**config.mk**
```make
export PLATFORM = sky130hd
export DESIGN_NAME = icache_refill
export DESIGN_NICKNAME = d
export VERILOG_FILES = /design/src/icache_pkg.sv /design/src/icache_refill.sv
export VERILOG_INCLUDE_DIRS = /design/src
export SDC_FILE = /design/constraint.sdc
export NUM_CORES = 1
export LEC_CHECK = 0
export BUFFER_PORTS_ARGS = -buffer_cell sky130_fd_sc_hd__buf_4
export CORE_ASPECT_RATIO = 1.1
export CORE_UTILIZATION = 25
export DETAILED_ROUTE_END_ITERATION = 10
export SLEW_MARGIN = 25
export SYNTH_ARGS = -nofsm -noshare
export SYNTH_HDL_FRONTEND = slang
export SYNTH_SLANG_ARGS = --single-unit
```
**constraint.sdc**
```tcl
create_clock -name clk -period 4.4 [get_ports clk]
set_input_delay 0.22 -clock clk [delete_from_list [all_inputs] [get_ports clk]]
set_output_delay 0.22 -clock clk [all_outputs]
set_load 0.005 [all_outputs]
```
**src/icache_cfg.svh**
```systemverilog
`ifndef ICACHE_CFG_SVH
`define ICACHE_CFG_SVH

// ***********************************************************
// address split
// ***********************************************************

// fetch and memory address width
`define ICACHE_ADDR_W   32
// tag is addr[31:10]
`define ICACHE_TAG_W    22
// set index is addr[9:4]
`define ICACHE_INDEX_W  6
`define ICACHE_OFFSET_W 4

// ***********************************************************
// geometry
// ***********************************************************

`define ICACHE_SETS     64
`define ICACHE_WAYS     2
`define ICACHE_LINE_W   128
`define ICACHE_BEAT_W   64
// age counters saturate at 7
`define ICACHE_AGE_W    3

`endif
```
**src/icache_pkg.sv**
```systemverilog
`include "icache_cfg.svh"

package icache_pkg;

    // ***********************************************************
    // vector types
    // ***********************************************************

    typedef logic [`ICACHE_ADDR_W-1:0]  addr_t;
    typedef logic [`ICACHE_TAG_W-1:0]   tag_t;
    typedef logic [`ICACHE_INDEX_W-1:0] index_t;
    typedef logic [`ICACHE_LINE_W-1:0]  line_t;
    typedef logic [`ICACHE_BEAT_W-1:0]  beat_t;
    typedef logic [`ICACHE_AGE_W-1:0]   age_t;
    // one-hot, bit 0 is way 0
    typedef logic [`ICACHE_WAYS-1:0]    way_mask_t;

    // ***********************************************************
    // structs
    // ***********************************************************

    typedef struct packed {
        logic valid;
        tag_t tag;
    } tag_entry_t;

    // pc[k] is the fetch address plus 4k
    typedef struct packed {
        line_t     data;
        addr_t [3:0] pc;
    } fetch_rsp_t;

    typedef enum logic [2:0] {
        IDLE,
        LOOKUP,
        HIT,
        REFILL,
        FENCE
    } ctrl_state_e;

endpackage

```
**src/icache_refill.sv**
```systemverilog
`timescale 1ns/1ps
`include "icache_cfg.svh"

module icache_refill (
    input  logic              clk,
    input  logic              rst_n_i,
    input  logic              start_i,
    input  icache_pkg::addr_t line_addr_i,
    output logic              mem_req_o,
    output icache_pkg::addr_t mem_addr_o,
    input  logic              mem_valid_i,
    input  icache_pkg::beat_t mem_rdata_i,
    output icache_pkg::line_t line_o,
    output logic              done_o
);
    import icache_pkg::*;

    localparam int LINE_NUM_W = `ICACHE_ADDR_W - `ICACHE_OFFSET_W;

    logic                  active_q;
    logic                  beat_q;
    logic                  done_q;
    logic [LINE_NUM_W-1:0] line_num_q;
    line_t                 line_q;
    logic                  launch;
    logic                  accept;

    assign launch = start_i && !active_q;
    assign accept = active_q && mem_valid_i;

    // ***********************************************************
    // beat sequencer
    // ***********************************************************

    always_ff @(posedge clk) begin
        if (!rst_n_i) begin
            active_q <= 1'b0;
            beat_q   <= 1'b0;
            done_q   <= 1'b0;
        end else begin
            done_q <= 1'b0;
            if (launch) begin
                active_q <= 1'b1;
                beat_q   <= 1'b0;
            end else if (accept) begin
                // second beat closes the burst
                if (beat_q) begin
                    active_q <= 1'b0;
                    done_q   <= 1'b1;
                end
                beat_q <= ~beat_q;
            end
        end
    end

    // line address and assembled data
    always_ff @(posedge clk) begin
        if (launch) begin
            line_num_q <= line_addr_i[`ICACHE_ADDR_W-1:`ICACHE_OFFSET_W];
        end
        if (accept) begin
            line_q[beat_q * `ICACHE_BEAT_W +: `ICACHE_BEAT_W] <= mem_rdata_i;
        end
    end

    // beat 0 has bit 3 clear, beat 1 has it set
    assign mem_req_o  = active_q;
    assign mem_addr_o = {line_num_q, beat_q, 3'b000};
    assign line_o     = line_q;
    assign done_o     = done_q;

endmodule

```
==> results of run 1 <==
==> through the flow <==
step | total power, uW | utilization (%) | hold slack (ns) | cell area [um2] | cells
6_report | 3420 | 39.5 | 0.0310 | 8780 | 913
5_1_grt | 3560 | 39.5 | 0.0143 | 8780 | 913
4_1_cts | 3470 | 39.5 | 0.00122 | 8780 | 913
3_5_place_dp | 2030 | 35.7 | 0.399 | 7940 | 853
3_3_place_gp | 2020 | 35.7 | 0.400 | 7940 | 853
2_1_floorplan | 1860 | - | 0.319 | 5720 | 319
==> kinds of logic (layout without fill, tap and decap cells) <==
group / after synthesis / count (layout) / share of synthesized area, %
buffers and inverters: 19 / 318 / 1.75
flip-flops: 159 / 159 / 83.1
other: 1 / 3 / 0.0657
multiplexers: 1 / 1 / 0.197
AO/OA/AOI/OAI: 3 / 3 / 0.307
AND/OR/NAND/NOR: 134 / 134 / 14.6
==> how the worst min path moves through the flow <==
stage,from,end,slack [ns],depth (start not counted)
floorplan,line_addr_i[4],line_num_q[0],0.32,0
global placement,line_addr_i[24],line_num_q[20],0.40,1
detailed placement,line_addr_i[10],line_num_q[6],0.40,1
CTS,rst_n_i,done_o,0.001,2
global route,rst_n_i,done_o,0.01,2
finish,rst_n_i,done_o,0.03,2
==> cells in the mapped netlist <==
master / instances
sky130_fd_sc_hd__a211oi_1: 1
sky130_fd_sc_hd__a21oi_1: 1
sky130_fd_sc_hd__and2_1: 65
sky130_fd_sc_hd__and3_1: 1
sky130_fd_sc_hd__buf_2: 8
sky130_fd_sc_hd__buf_4: 5
sky130_fd_sc_hd__clkbuf_1: 5
sky130_fd_sc_hd__conb_1: 1
sky130_fd_sc_hd__dfxtp_1: 3
sky130_fd_sc_hd__edfxtp_1: 156
sky130_fd_sc_hd__inv_1: 1
sky130_fd_sc_hd__mux2_2: 1
sky130_fd_sc_hd__nand2_1: 1
sky130_fd_sc_hd__nor2_1: 2
sky130_fd_sc_hd__nor2b_1: 65
sky130_fd_sc_hd__o21ai_0: 1
==> sequential cells by signal (all words and copies together) (netlist names) <==
| name | cells |
|---|---|
| mem_req_o | 1 |
| beat_q | 1 |
| line_num_q | 28 |
| done_o | 1 |
| line_o | 128 |
==> final cells by class <==
class | count | area (um2) | area share [%]
sequential | 159 | 4750 | 54.1
clock inverter | 13 | 131 | 1.50
clock buffer | 19 | 433 | 4.93
tap | 295 | 369 | 4.20
inverter | 1 | 3.75 | 0.0427
multi-input combinational | 141 | 886 | 10.1
timing repair buffer | 285 | 2210 | 25.2
==> power groups by stage <==
stage          Sequential [uW]  Clock [uW]  Combinational (uW)
2_1_floorplan             1780           0                80.0
3_3_place_gp              1770           0                 243
6_report                  1740        1410                 266
3_5_place_dp              1780           0                 251
5_1_grt                   1750        1520                 291
4_1_cts                   1740        1460                 271
==> layer usage <==
| metal | up-vias | wire length (um) |
|---|---|---|
| met3 | 20 | 1300 |
| met1 | 1678 | 5020 |
| met4 | 0 | 266 |
| li1 | 1686 | - |
| met5 | - | 0 |
| met2 | 172 | 6550 |
==> timing repair <==
item / CTS / global route
hold buffers: 28 / 0
buffers inserted: 0 / 0
hold endpoints to repair: 28 / 0
==> flow_results.xml, run 1 <==
<?xml version="1.0" encoding="UTF-8"?>
<metrics>
  <group name="place">
    <metric name="io_buffers" unit="">254</metric>
    <metric name="place.detailed.hpwl" unit="um">8760</metric>
    <metric name="gp_routability_congestion" unit="">0.811</metric>
    <metric name="dp_slack" unit="ns">1.67</metric>
  </group>
  <group name="clock_network">
    <metric name="tritoncts" unit="">done</metric>
    <metric name="cts_root_buf" unit="">sky130_fd_sc_hd__clkbuf_16</metric>
    <metric name="htreeDepth" unit="">4</metric>
    <metric name="ctsResizeCount" unit="">0</metric>
    <metric name="clkTransAtPathRegs" unit="ns">0.06</metric>
    <metric name="cts.sinks" unit="">159</metric>
    <metric name="cts_max_path_buffers" unit="">2</metric>
    <metric name="tritoncts.num_buffers" unit="">17</metric>
    <metric name="clock_latency" unit="ns">0.41</metric>
  </group>
  <group name="final_layout">
    <metric name="post_route_cells_drive_above_1_share" unit="%">47.2</metric>
    <metric name="layout.nets" unit="">705</metric>
    <metric name="antenna_cells_inserted" unit="">0</metric>
    <metric name="mostFrequentLayoutCells" unit="">sky130_fd_sc_hd__buf_4, sky130_fd_sc_hd__edfxtp_1, sky130_fd_sc_hd__and2_1</metric>
    <metric name="fill_cell_count" unit="">2088</metric>
    <metric name="mostFrequentLayoutCell" unit="">sky130_fd_sc_hd__buf_4</metric>
    <metric name="syn_to_final_growth" unit="%">53.9</metric>
  </group>
  <group name="sta">
    <metric name="fmax" unit="MHz">421</metric>
    <metric name="post-route-period-util" unit="%">54.0</metric>
    <metric name="setup_tns" unit="ns">0</metric>
    <metric name="postLayoutSetupSlackWorst" unit="ns">2.02</metric>
    <metric name="finalWorstPathRequiredPeriod" unit="ns">2.38</metric>
    <metric name="hold_violations" unit="">0</metric>
    <metric name="slew_headroom" unit="%">35.0</metric>
    <metric name="fin_skew" unit="ns">0.00543</metric>
    <metric name="drv_slew" unit="">0</metric>
    <metric name="setup_viol_count_final" unit="">0</metric>
    <metric name="timing_worst_slew_pin_value" unit="ns">0.973</metric>
    <metric name="rsz0062_at_grt" unit="">false</metric>
  </group>
  <group name="floorplanning">
    <metric name="io_pins" unit="">262</metric>
    <metric name="floorplan.die.width" unit="um">146</metric>
    <metric name="die-height" unit="um">160</metric>
    <metric name="coreArea" unit="um2">22300</metric>
    <metric name="start_util" unit="%">25.7</metric>
    <metric name="die_area" unit="um2">23400</metric>
    <metric name="placement_rows" unit="">57</metric>
  </group>
  <group name="synthesis">
    <metric name="synth.yosys.warnings" unit="">0</metric>
    <metric name="mappedNetlistArea" unit="um2">5710</metric>
    <metric name="synth_top_cell_area_share" unit="%">82.1</metric>
    <metric name="netlist-cell-type-count" unit="">16</metric>
    <metric name="synthesis.instances" unit="">317</metric>
    <metric name="post-synth-top-area-cell" unit="">sky130_fd_sc_hd__edfxtp_1</metric>
    <metric name="ys_seq_elements" unit="">159</metric>
    <metric name="synthTopCellsByArea" unit="">sky130_fd_sc_hd__edfxtp_1, sky130_fd_sc_hd__and2_1, sky130_fd_sc_hd__nor2b_1, sky130_fd_sc_hd__dfxtp_1, sky130_fd_sc_hd__buf_2</metric>
    <metric name="synth.yosys.seq_area_share" unit="%">83.1</metric>
    <metric name="syn-mean-instance-area" unit="um2">18.0</metric>
  </group>
  <group name="global_routing">
    <metric name="largest_net_degree_at_the_start_of_global_routing" unit="">133</metric>
    <metric name="grt_first_pass_wirelength" unit="um">19900</metric>
    <metric name="globalRouteTotalUtil" unit="%">11.2</metric>
    <metric name="first_global_vias" unit="">3733</metric>
    <metric name="met2_usage" unit="%">19.0</metric>
    <metric name="antenna_found_initial" unit="">0</metric>
    <metric name="globalRouteOverflowTotal" unit="">0</metric>
    <metric name="globalRouteMet1Util" unit="%">11.8</metric>
    <metric name="globalRouteMet3Util" unit="%">5.48</metric>
    <metric name="gr-max-usage-layer" unit="">met2</metric>
  </group>
  <group name="run">
    <metric name="maxCapViolations" unit="">0</metric>
  </group>
  <group name="setup_path">
    <metric name="cp_top_family" unit="">simple AND/OR/NAND/NOR gates</metric>
    <metric name="rr_worst_depth" unit="">2</metric>
    <metric name="critical_path_startpoint" unit="">beat_q</metric>
    <metric name="cp_num_buf_inv" unit="">1</metric>
    <metric name="crit_path_end_kind" unit="">flip-flop</metric>
    <metric name="r2r_start" unit="">beat_q</metric>
    <metric name="crit_slowest_cell" unit="">sky130_fd_sc_hd__and3_4</metric>
    <metric name="cp_max_fo" unit="">132</metric>
    <metric name="worst_setup_path_start_kind" unit="">flip-flop</metric>
    <metric name="cp-endpoint" unit="">line_o[102]</metric>
    <metric name="crit_cells" unit="">2</metric>
    <metric name="reg2reg_capture_point" unit="">line_o[102]</metric>
    <metric name="worst_ep_required_time" unit="ns">4.44</metric>
    <metric name="timing.reg2reg.setup_slack" unit="ns">2.02</metric>
    <metric name="cp_data_arrival_time" unit="ns">2.41</metric>
    <metric name="worstPathCellList" unit="">buf_6, and3_4</metric>
    <metric name="cp_slowest_stage_delay" unit="ns">0.99</metric>
    <metric name="critical_path_class" unit="">reg2reg</metric>
  </group>
  <group name="power_and_ir_drop">
    <metric name="power_density" unit="nW/um2">389</metric>
    <metric name="power_report.internal_total" unit="uW">2680</metric>
    <metric name="switching_power" unit="uW">743</metric>
    <metric name="p_leak" unit="uW">0.00340</metric>
    <metric name="p_clk_share" unit="%">41.2</metric>
    <metric name="pwr-share-comb" unit="%">7.8</metric>
    <metric name="power.sequential.fraction" unit="%">51.0</metric>
    <metric name="net_switching_fraction_of_the_power" unit="%">21.7</metric>
    <metric name="vdd_drop_max" unit="V">0.000232</metric>
  </group>
  <group name="hold_path">
    <metric name="holdCritPathClass" unit="">in2reg</metric>
  </group>
  <group name="drt">
    <metric name="drc_violation_count_after_routing" unit="">0</metric>
    <metric name="totalWireLength" unit="um">13100</metric>
    <metric name="first_iter_violations" unit="">80</metric>
    <metric name="num_vias" unit="">3556</metric>
    <metric name="route.detailed.wl_per_inst" unit="um">14.4</metric>
    <metric name="drtPass1Iterations" unit="">4</metric>
    <metric name="post_drt_via_cell_ratio" unit="">3.89</metric>
    <metric name="drt.antenna.violating_nets" unit="">0</metric>
  </group>
  <group name="run_status">
    <metric name="run_status" unit="">finished clean</metric>
  </group>
</metrics>
(Power assumes the default switching activity.)
==> inputs of run 2 (changes only) <==
Settings changed: ABC_AREA from default to 1.
Clock period 4.4 ns to 2.4 ns, I/O delays scaled along.
==> run 2 against run 1 <==
Against the previous run: non-clock buffer count rose by 71; power rose by 91%; setup slack got worse by 1.4 ns; sequential share of layout area fell by 5.4 points; cell count rose by 23%; critical endpoint is now mem_addr_o[3].
==> flow_results.xml, run 2 <==
<?xml version="1.0" encoding="UTF-8"?>
<metrics>
  <group name="final_layout">
    <metric name="largest_reg_flops" unit="">128</metric>
    <metric name="mostFrequentLayoutCells" unit="">sky130_fd_sc_hd__buf_4, sky130_fd_sc_hd__edfxtp_1, sky130_fd_sc_hd__inv_1</metric>
    <metric name="syn_to_final_growth" unit="%">63.1</metric>
    <metric name="layout.nets" unit="">910</metric>
    <metric name="final_util" unit="%">42.1</metric>
    <metric name="fill_cell_count" unit="">2151</metric>
    <metric name="post_route_cells_drive_above_1_share" unit="%">38.4</metric>
    <metric name="mostFrequentLayoutCell" unit="">sky130_fd_sc_hd__buf_4</metric>
    <metric name="area.sequential" unit="um2">4750</metric>
    <metric name="antenna_cells_inserted" unit="">0</metric>
    <metric name="multiInputGateArea" unit="um2">576</metric>
    <metric name="final_cell_count_without_fillers" unit="">1123</metric>
  </group>
  <group name="clock_network">
    <metric name="tritoncts" unit="">done</metric>
    <metric name="cts.hold.buffers_added" unit="">96</metric>
    <metric name="clock_latency" unit="ns">0.42</metric>
    <metric name="htreeDepth" unit="">4</metric>
    <metric name="tritoncts.num_buffers" unit="">17</metric>
    <metric name="cts_root_buf" unit="">sky130_fd_sc_hd__clkbuf_16</metric>
    <metric name="cts_max_path_buffers" unit="">2</metric>
    <metric name="clkTransAtPathRegs" unit="ns">0.07</metric>
    <metric name="post_cts_buffers" unit="">0</metric>
    <metric name="ctsResizeCount" unit="">0</metric>
    <metric name="cts.sinks" unit="">159</metric>
  </group>
  <group name="drt">
    <metric name="totalWireLength" unit="um">15300</metric>
    <metric name="drt.antenna.violating_nets" unit="">0</metric>
    <metric name="drtPass1Iterations" unit="">4</metric>
    <metric name="post_drt_via_cell_ratio" unit="">3.81</metric>
    <metric name="num_vias" unit="">4281</metric>
    <metric name="route.detailed.wl_per_inst" unit="um">13.6</metric>
    <metric name="drc_violation_count_after_routing" unit="">0</metric>
    <metric name="first_iter_violations" unit="">197</metric>
  </group>
  <group name="sta">
    <metric name="hold_violations" unit="">0</metric>
    <metric name="setup_viol_count_final" unit="">0</metric>
    <metric name="setup_tns" unit="ns">0</metric>
    <metric name="post-route-period-util" unit="%">74.3</metric>
    <metric name="fin_skew" unit="ns">0.00658</metric>
    <metric name="finalWorstPathRequiredPeriod" unit="ns">1.78</metric>
    <metric name="postLayoutSetupSlackWorst" unit="ns">0.616</metric>
    <metric name="rsz0062_at_grt" unit="">false</metric>
    <metric name="slew_headroom" unit="%">66.6</metric>
    <metric name="hold-worst-slack" unit="ns">0.418</metric>
    <metric name="timing_worst_slew_pin_value" unit="ns">0.501</metric>
    <metric name="drv_slew" unit="">0</metric>
    <metric name="fmax" unit="MHz">561</metric>
  </group>
  <group name="synthesis">
    <metric name="synth_flop_cell" unit="">sky130_fd_sc_hd__edfxtp_1</metric>
    <metric name="synthTopCellsByArea" unit="">sky130_fd_sc_hd__edfxtp_1, sky130_fd_sc_hd__inv_1, sky130_fd_sc_hd__nor2_1, sky130_fd_sc_hd__nand2_1, sky130_fd_sc_hd__buf_6</metric>
    <metric name="synthesis.instances" unit="">452</metric>
    <metric name="synth.yosys.seq_area_share" unit="%">79.4</metric>
    <metric name="async_reset_ff_share" unit="%">0</metric>
    <metric name="syn-mean-instance-area" unit="um2">13.2</metric>
    <metric name="ys_seq_elements" unit="">159</metric>
    <metric name="netlist-cell-type-count" unit="">12</metric>
    <metric name="synth_top_cell_area_share" unit="%">78.4</metric>
    <metric name="synthMostInstantiatedCell" unit="">sky130_fd_sc_hd__edfxtp_1</metric>
    <metric name="synth_common_cells" unit="">sky130_fd_sc_hd__edfxtp_1, sky130_fd_sc_hd__inv_1, sky130_fd_sc_hd__nor2_1</metric>
    <metric name="synth_edf_count" unit="">156</metric>
    <metric name="mappedNetlistArea" unit="um2">5980</metric>
    <metric name="post-synth-top-area-cell" unit="">sky130_fd_sc_hd__edfxtp_1</metric>
    <metric name="synth.yosys.warnings" unit="">0</metric>
  </group>
  <group name="floorplanning">
    <metric name="die_area" unit="um2">24500</metric>
    <metric name="start_util" unit="%">25.8</metric>
    <metric name="coreArea" unit="um2">23100</metric>
    <metric name="io_pins" unit="">262</metric>
    <metric name="placement_rows" unit="">58</metric>
    <metric name="die-height" unit="um">164</metric>
    <metric name="floorplan.die.width" unit="um">149</metric>
  </group>
  <group name="hold_path">
    <metric name="timing.hold.worst_path_depth" unit="">2</metric>
    <metric name="holdCritPathClass" unit="">in2reg</metric>
  </group>
  <group name="setup_path">
    <metric name="timing.reg2reg.setup_slack" unit="ns">0.67</metric>
    <metric name="critical_path_class" unit="">reg2out</metric>
    <metric name="rr_worst_depth" unit="">3</metric>
    <metric name="worst_ep_required_time" unit="ns">2.28</metric>
    <metric name="cp_max_fo" unit="">95</metric>
    <metric name="cp_data_arrival_time" unit="ns">1.66</metric>
    <metric name="crit_path_end_kind" unit="">output port</metric>
    <metric name="worst_setup_path_start_kind" unit="">flip-flop</metric>
  </group>
  <group name="global_routing">
    <metric name="globalRouteOverflowTotal" unit="">0</metric>
    <metric name="met2_usage" unit="%">21.9</metric>
    <metric name="grt_first_pass_wirelength" unit="um">22500</metric>
    <metric name="antenna_found_initial" unit="">1</metric>
    <metric name="globalRouteMet1Util" unit="%">12.9</metric>
    <metric name="globalRouteTotalUtil" unit="%">12.4</metric>
    <metric name="globalRouteMet3Util" unit="%">3.97</metric>
    <metric name="first_global_vias" unit="">4327</metric>
    <metric name="largest_net_degree_at_the_start_of_global_routing" unit="">96</metric>
    <metric name="gr-max-usage-layer" unit="">met2</metric>
  </group>
  <group name="power_and_ir_drop">
    <metric name="power_density" unit="nW/um2">671</metric>
    <metric name="vdd_drop_max" unit="V">0.000438</metric>
    <metric name="p_leak" unit="uW">0.00471</metric>
  </group>
  <group name="place">
    <metric name="dp_slack" unit="ns">0.622</metric>
    <metric name="gp_routability_congestion" unit="">0.731</metric>
    <metric name="post-place-cells" unit="">995</metric>
    <metric name="place.detailed.hpwl" unit="um">9930</metric>
    <metric name="io_buffers" unit="">254</metric>
  </group>
  <group name="run">
    <metric name="maxCapViolations" unit="">0</metric>
  </group>
  <group name="run_status">
    <metric name="run_status" unit="">finished clean</metric>
  </group>
</metrics>
run 2: cell count changes after synthesis, moves of 10 or more:
cell	delta
sky130_fd_sc_hd__inv_1	+122
sky130_fd_sc_hd__nor2_1	+67
sky130_fd_sc_hd__and2_1	-65
sky130_fd_sc_hd__nor2b_1	-65
sky130_fd_sc_hd__nand2_1	+59
sky130_fd_sc_hd__buf_6	+10
sky130_fd_sc_hd__inv_2	+10
sky130_fd_sc_hd__nand2_2	+10
run 2: where the power goes:
part | switching (uW) | internal (uW)
clock network | 1230 | 1580
logic | 229 | 328
registers | 31.6 | 3140
total | 1500 | 5050
run 2: cell type report:
class,count,area share [%]
sequential,159,48.7
tap,300,3.85
clock inverter,15,1.80
clock buffer,17,4.36
timing repair buffer,356,30.3
multi-input combinational,143,5.90
inverter,133,5.13
run 2: stage by stage:
step                instance area (um2)  power, uW
CTS                                9750       6640
finish                             9750       6540
floorplan                          5990       3390
global placement                   8190       3660
detailed placement                 8190       3670
global route                       9750       6800
run 2: kinds of logic after synthesis:
kind of cell	after synthesis	share of synthesized area, %
simple gates	140	9.32
other cells	1	0.0627
flops	159	79.4
buf+inv	152	11.2
run 2: final timing paths:
check / end / from
max: mem_addr_o[3] / beat_q
min: line_num_q[22] / line_addr_i[26]
max reg2reg: line_o[112] / beat_q
min reg2reg: mem_req_o / mem_req_o
run 2: layer usage:
layer,wire [um],up-vias
li1,-,2099
met1,5680,1989
met2,8010,164
met3,1100,27
met4,446,2
met5,8,-
run 2: worst max-delay path: stages, from the launching register on:
cell	delay [ns]
sky130_fd_sc_hd__dfxtp_4	0.62
sky130_fd_sc_hd__buf_12	0.39
sky130_fd_sc_hd__buf_4	0.19
==> inputs of run 3 (changes only) <==
Clock period 2.4 ns to 1.7 ns, I/O delays scaled along.
==> run 3 against run 2 <==
Against the previous run: wire length fell by 3.2%; clock-buffer cell count did not move; sequential cell count did not move; register-to-register slack got worse by 0.40 ns; highest routed layer is now met4; setup slack got worse by 0.49 ns; critical endpoint unchanged; hold slack got worse by 0.39 ns; sequential power rose by 41%; core utilization barely moved; sequential share of layout area barely moved; non-clock buffer count did not move.
==> flow_results.xml, run 3 (synthesis results as in run 2) <==
<?xml version="1.0" encoding="UTF-8"?>
<metrics>
  <group name="power_and_ir_drop">
    <metric name="totalPowerFinal" unit="uW">9140</metric>
    <metric name="power_density" unit="nW/um2">937</metric>
    <metric name="p_leak" unit="uW">0.00470</metric>
    <metric name="vdd_drop_max" unit="V">0.000621</metric>
  </group>
  <group name="clock_network">
    <metric name="clock_latency" unit="ns">0.42</metric>
    <metric name="tritoncts.num_buffers" unit="">17</metric>
    <metric name="cts.sinks" unit="">159</metric>
    <metric name="ctsResizeCount" unit="">0</metric>
    <metric name="cts_max_path_buffers" unit="">2</metric>
    <metric name="tritoncts" unit="">done</metric>
    <metric name="cts_root_buf" unit="">sky130_fd_sc_hd__clkbuf_16</metric>
    <metric name="clkTransAtPathRegs" unit="ns">0.07</metric>
    <metric name="cts.hold.buffers_added" unit="">95</metric>
    <metric name="htreeDepth" unit="">4</metric>
    <metric name="post_cts_buffers" unit="">0</metric>
  </group>
  <group name="place">
    <metric name="io_buffers" unit="">254</metric>
    <metric name="place.detailed.hpwl" unit="um">9790</metric>
    <metric name="gp_routability_congestion" unit="">0.718</metric>
  </group>
  <group name="setup_path">
    <metric name="worst_ep_required_time" unit="ns">1.62</metric>
    <metric name="cp_data_arrival_time" unit="ns">1.49</metric>
    <metric name="crit_path_end_kind" unit="">output port</metric>
    <metric name="reg2reg_capture_point" unit="">line_o[39]</metric>
    <metric name="critical_path_class" unit="">reg2out</metric>
    <metric name="crit_slowest_cell" unit="">sky130_fd_sc_hd__buf_4</metric>
    <metric name="cp_slowest_stage_delay" unit="ns">0.44</metric>
    <metric name="cp-endpoint" unit="">mem_addr_o[3]</metric>
    <metric name="worstPathCellList" unit="">buf_4, buf_4</metric>
    <metric name="r2r_start" unit="">mem_req_o</metric>
    <metric name="cp_max_fo" unit="">52</metric>
    <metric name="critical_path_startpoint" unit="">beat_q</metric>
    <metric name="critical-path-top-cell-by-count" unit="">sky130_fd_sc_hd__buf_4</metric>
    <metric name="worst_setup_path_start_kind" unit="">flip-flop</metric>
    <metric name="rr_worst_depth" unit="">3</metric>
    <metric name="timing.reg2reg.setup_slack" unit="ns">0.27</metric>
  </group>
  <group name="drt">
    <metric name="post_drt_via_cell_ratio" unit="">3.76</metric>
    <metric name="route.detailed.wl_per_inst" unit="um">13.1</metric>
    <metric name="first_iter_violations" unit="">206</metric>
    <metric name="drtPass1Iterations" unit="">4</metric>
    <metric name="drt.antenna.violating_nets" unit="">0</metric>
    <metric name="drc_violation_count_after_routing" unit="">0</metric>
    <metric name="num_vias" unit="">4230</metric>
    <metric name="totalWireLength" unit="um">14800</metric>
  </group>
  <group name="global_routing">
    <metric name="first_global_vias" unit="">4171</metric>
    <metric name="globalRouteOverflowTotal" unit="">0</metric>
    <metric name="antenna_found_initial" unit="">1</metric>
    <metric name="largest_net_degree_at_the_start_of_global_routing" unit="">79</metric>
    <metric name="globalRouteTotalUtil" unit="%">12.1</metric>
    <metric name="grt_first_pass_wirelength" unit="um">21900</metric>
  </group>
  <group name="final_layout">
    <metric name="fill_cell_count" unit="">2177</metric>
    <metric name="area.sequential" unit="um2">4750</metric>
    <metric name="largest_reg_flops" unit="">128</metric>
    <metric name="mostFrequentLayoutCell" unit="">sky130_fd_sc_hd__buf_4</metric>
    <metric name="post_route_cells_drive_above_1_share" unit="%">38.5</metric>
    <metric name="mostFrequentLayoutCells" unit="">sky130_fd_sc_hd__buf_4, sky130_fd_sc_hd__edfxtp_1, sky130_fd_sc_hd__inv_1</metric>
    <metric name="final_util" unit="%">42.1</metric>
    <metric name="layout.nets" unit="">910</metric>
    <metric name="syn_to_final_growth" unit="%">63.1</metric>
    <metric name="multiInputGateArea" unit="um2">576</metric>
  </group>
  <group name="floorplanning">
    <metric name="start_util" unit="%">25.8</metric>
    <metric name="placement_rows" unit="">58</metric>
    <metric name="floorplan.die.width" unit="um">149</metric>
    <metric name="io_pins" unit="">262</metric>
    <metric name="die_area" unit="um2">24500</metric>
    <metric name="coreArea" unit="um2">23100</metric>
    <metric name="die-height" unit="um">164</metric>
  </group>
  <group name="sta">
    <metric name="timing_worst_slew_pin_value" unit="ns">0.542</metric>
    <metric name="fmax" unit="MHz">635</metric>
    <metric name="post-route-period-util" unit="%">92.7</metric>
    <metric name="rsz0062_at_grt" unit="">false</metric>
    <metric name="fin_skew" unit="ns">0.0135</metric>
    <metric name="setup_viol_count_final" unit="">0</metric>
    <metric name="finalWorstPathRequiredPeriod" unit="ns">1.58</metric>
    <metric name="slew_headroom" unit="%">63.8</metric>
    <metric name="drv_slew" unit="">0</metric>
    <metric name="hold_violations" unit="">0</metric>
  </group>
  <group name="run_status">
    <metric name="run_status" unit="">finished clean</metric>
  </group>
  <group name="run">
    <metric name="maxCapViolations" unit="">0</metric>
  </group>
  <group name="hold_path">
    <metric name="holdCritStartpoint" unit="">mem_valid_i</metric>
    <metric name="holdCritPathClass" unit="">in2reg</metric>
  </group>
</metrics>
==> run 3: through the flow <==
step / hold WS (ns) / setup slack, ns / cell area, um2 / TNS, ns / std cells
after floorplan: 0.184 / -0.339 / 6000 / -38.63 / 454
after global routing: 0.0215 / 0.0101 / 9740 / 0 / 1123
after CTS: 0.0184 / 0.0521 / 9740 / 0 / 1123
final: 0.0302 / 0.125 / 9750 / 0 / 1124
after detailed placement: 0.264 / 0.257 / 8200 / 0 / 996
after global placement: 0.263 / 0.285 / 8200 / 0 / 996
==> run 3: critical path, delay by kind of cell (launching register included) <==
family	cells	cell delay, ns
buf+inv	2	0.65
flops	1	0.39
==> run 3: final cells by class <==
class	count	area share, %
diodes	1	0.0257
clock buffers	17	4.36
clock inverters	15	1.73
inverters	133	5.16
multi-input cells	143	5.91
flip-flops and latches	159	48.7
well taps	300	3.85
repair buffers	356	30.2
==> run 3: report_power, final <==
part,switching (uW),internal [uW]
Clock,1760,2100
Combinational,330,467
Sequential,34.2,4440
Total,2130,7010
==> run 3: metal layers <==
layer	global-route usage [%]	part of all wire, %	routed length (um)
met5	0	0	0
met2	21.5	52	7690
met3	4.14	8.3	1230
met4	6.40	2.6	382
met1	12.5	37	5460
==> run 3: worst min-delay path by stage <==
stage / end / cells after the start
2_1_floorplan: line_num_q[0] / 0
3_3_place_gp: line_num_q[12] / 1
3_5_place_dp: line_num_q[17] / 1
4_1_cts: done_o / 3
5_1_grt: done_o / 3
6_report: done_o / 3
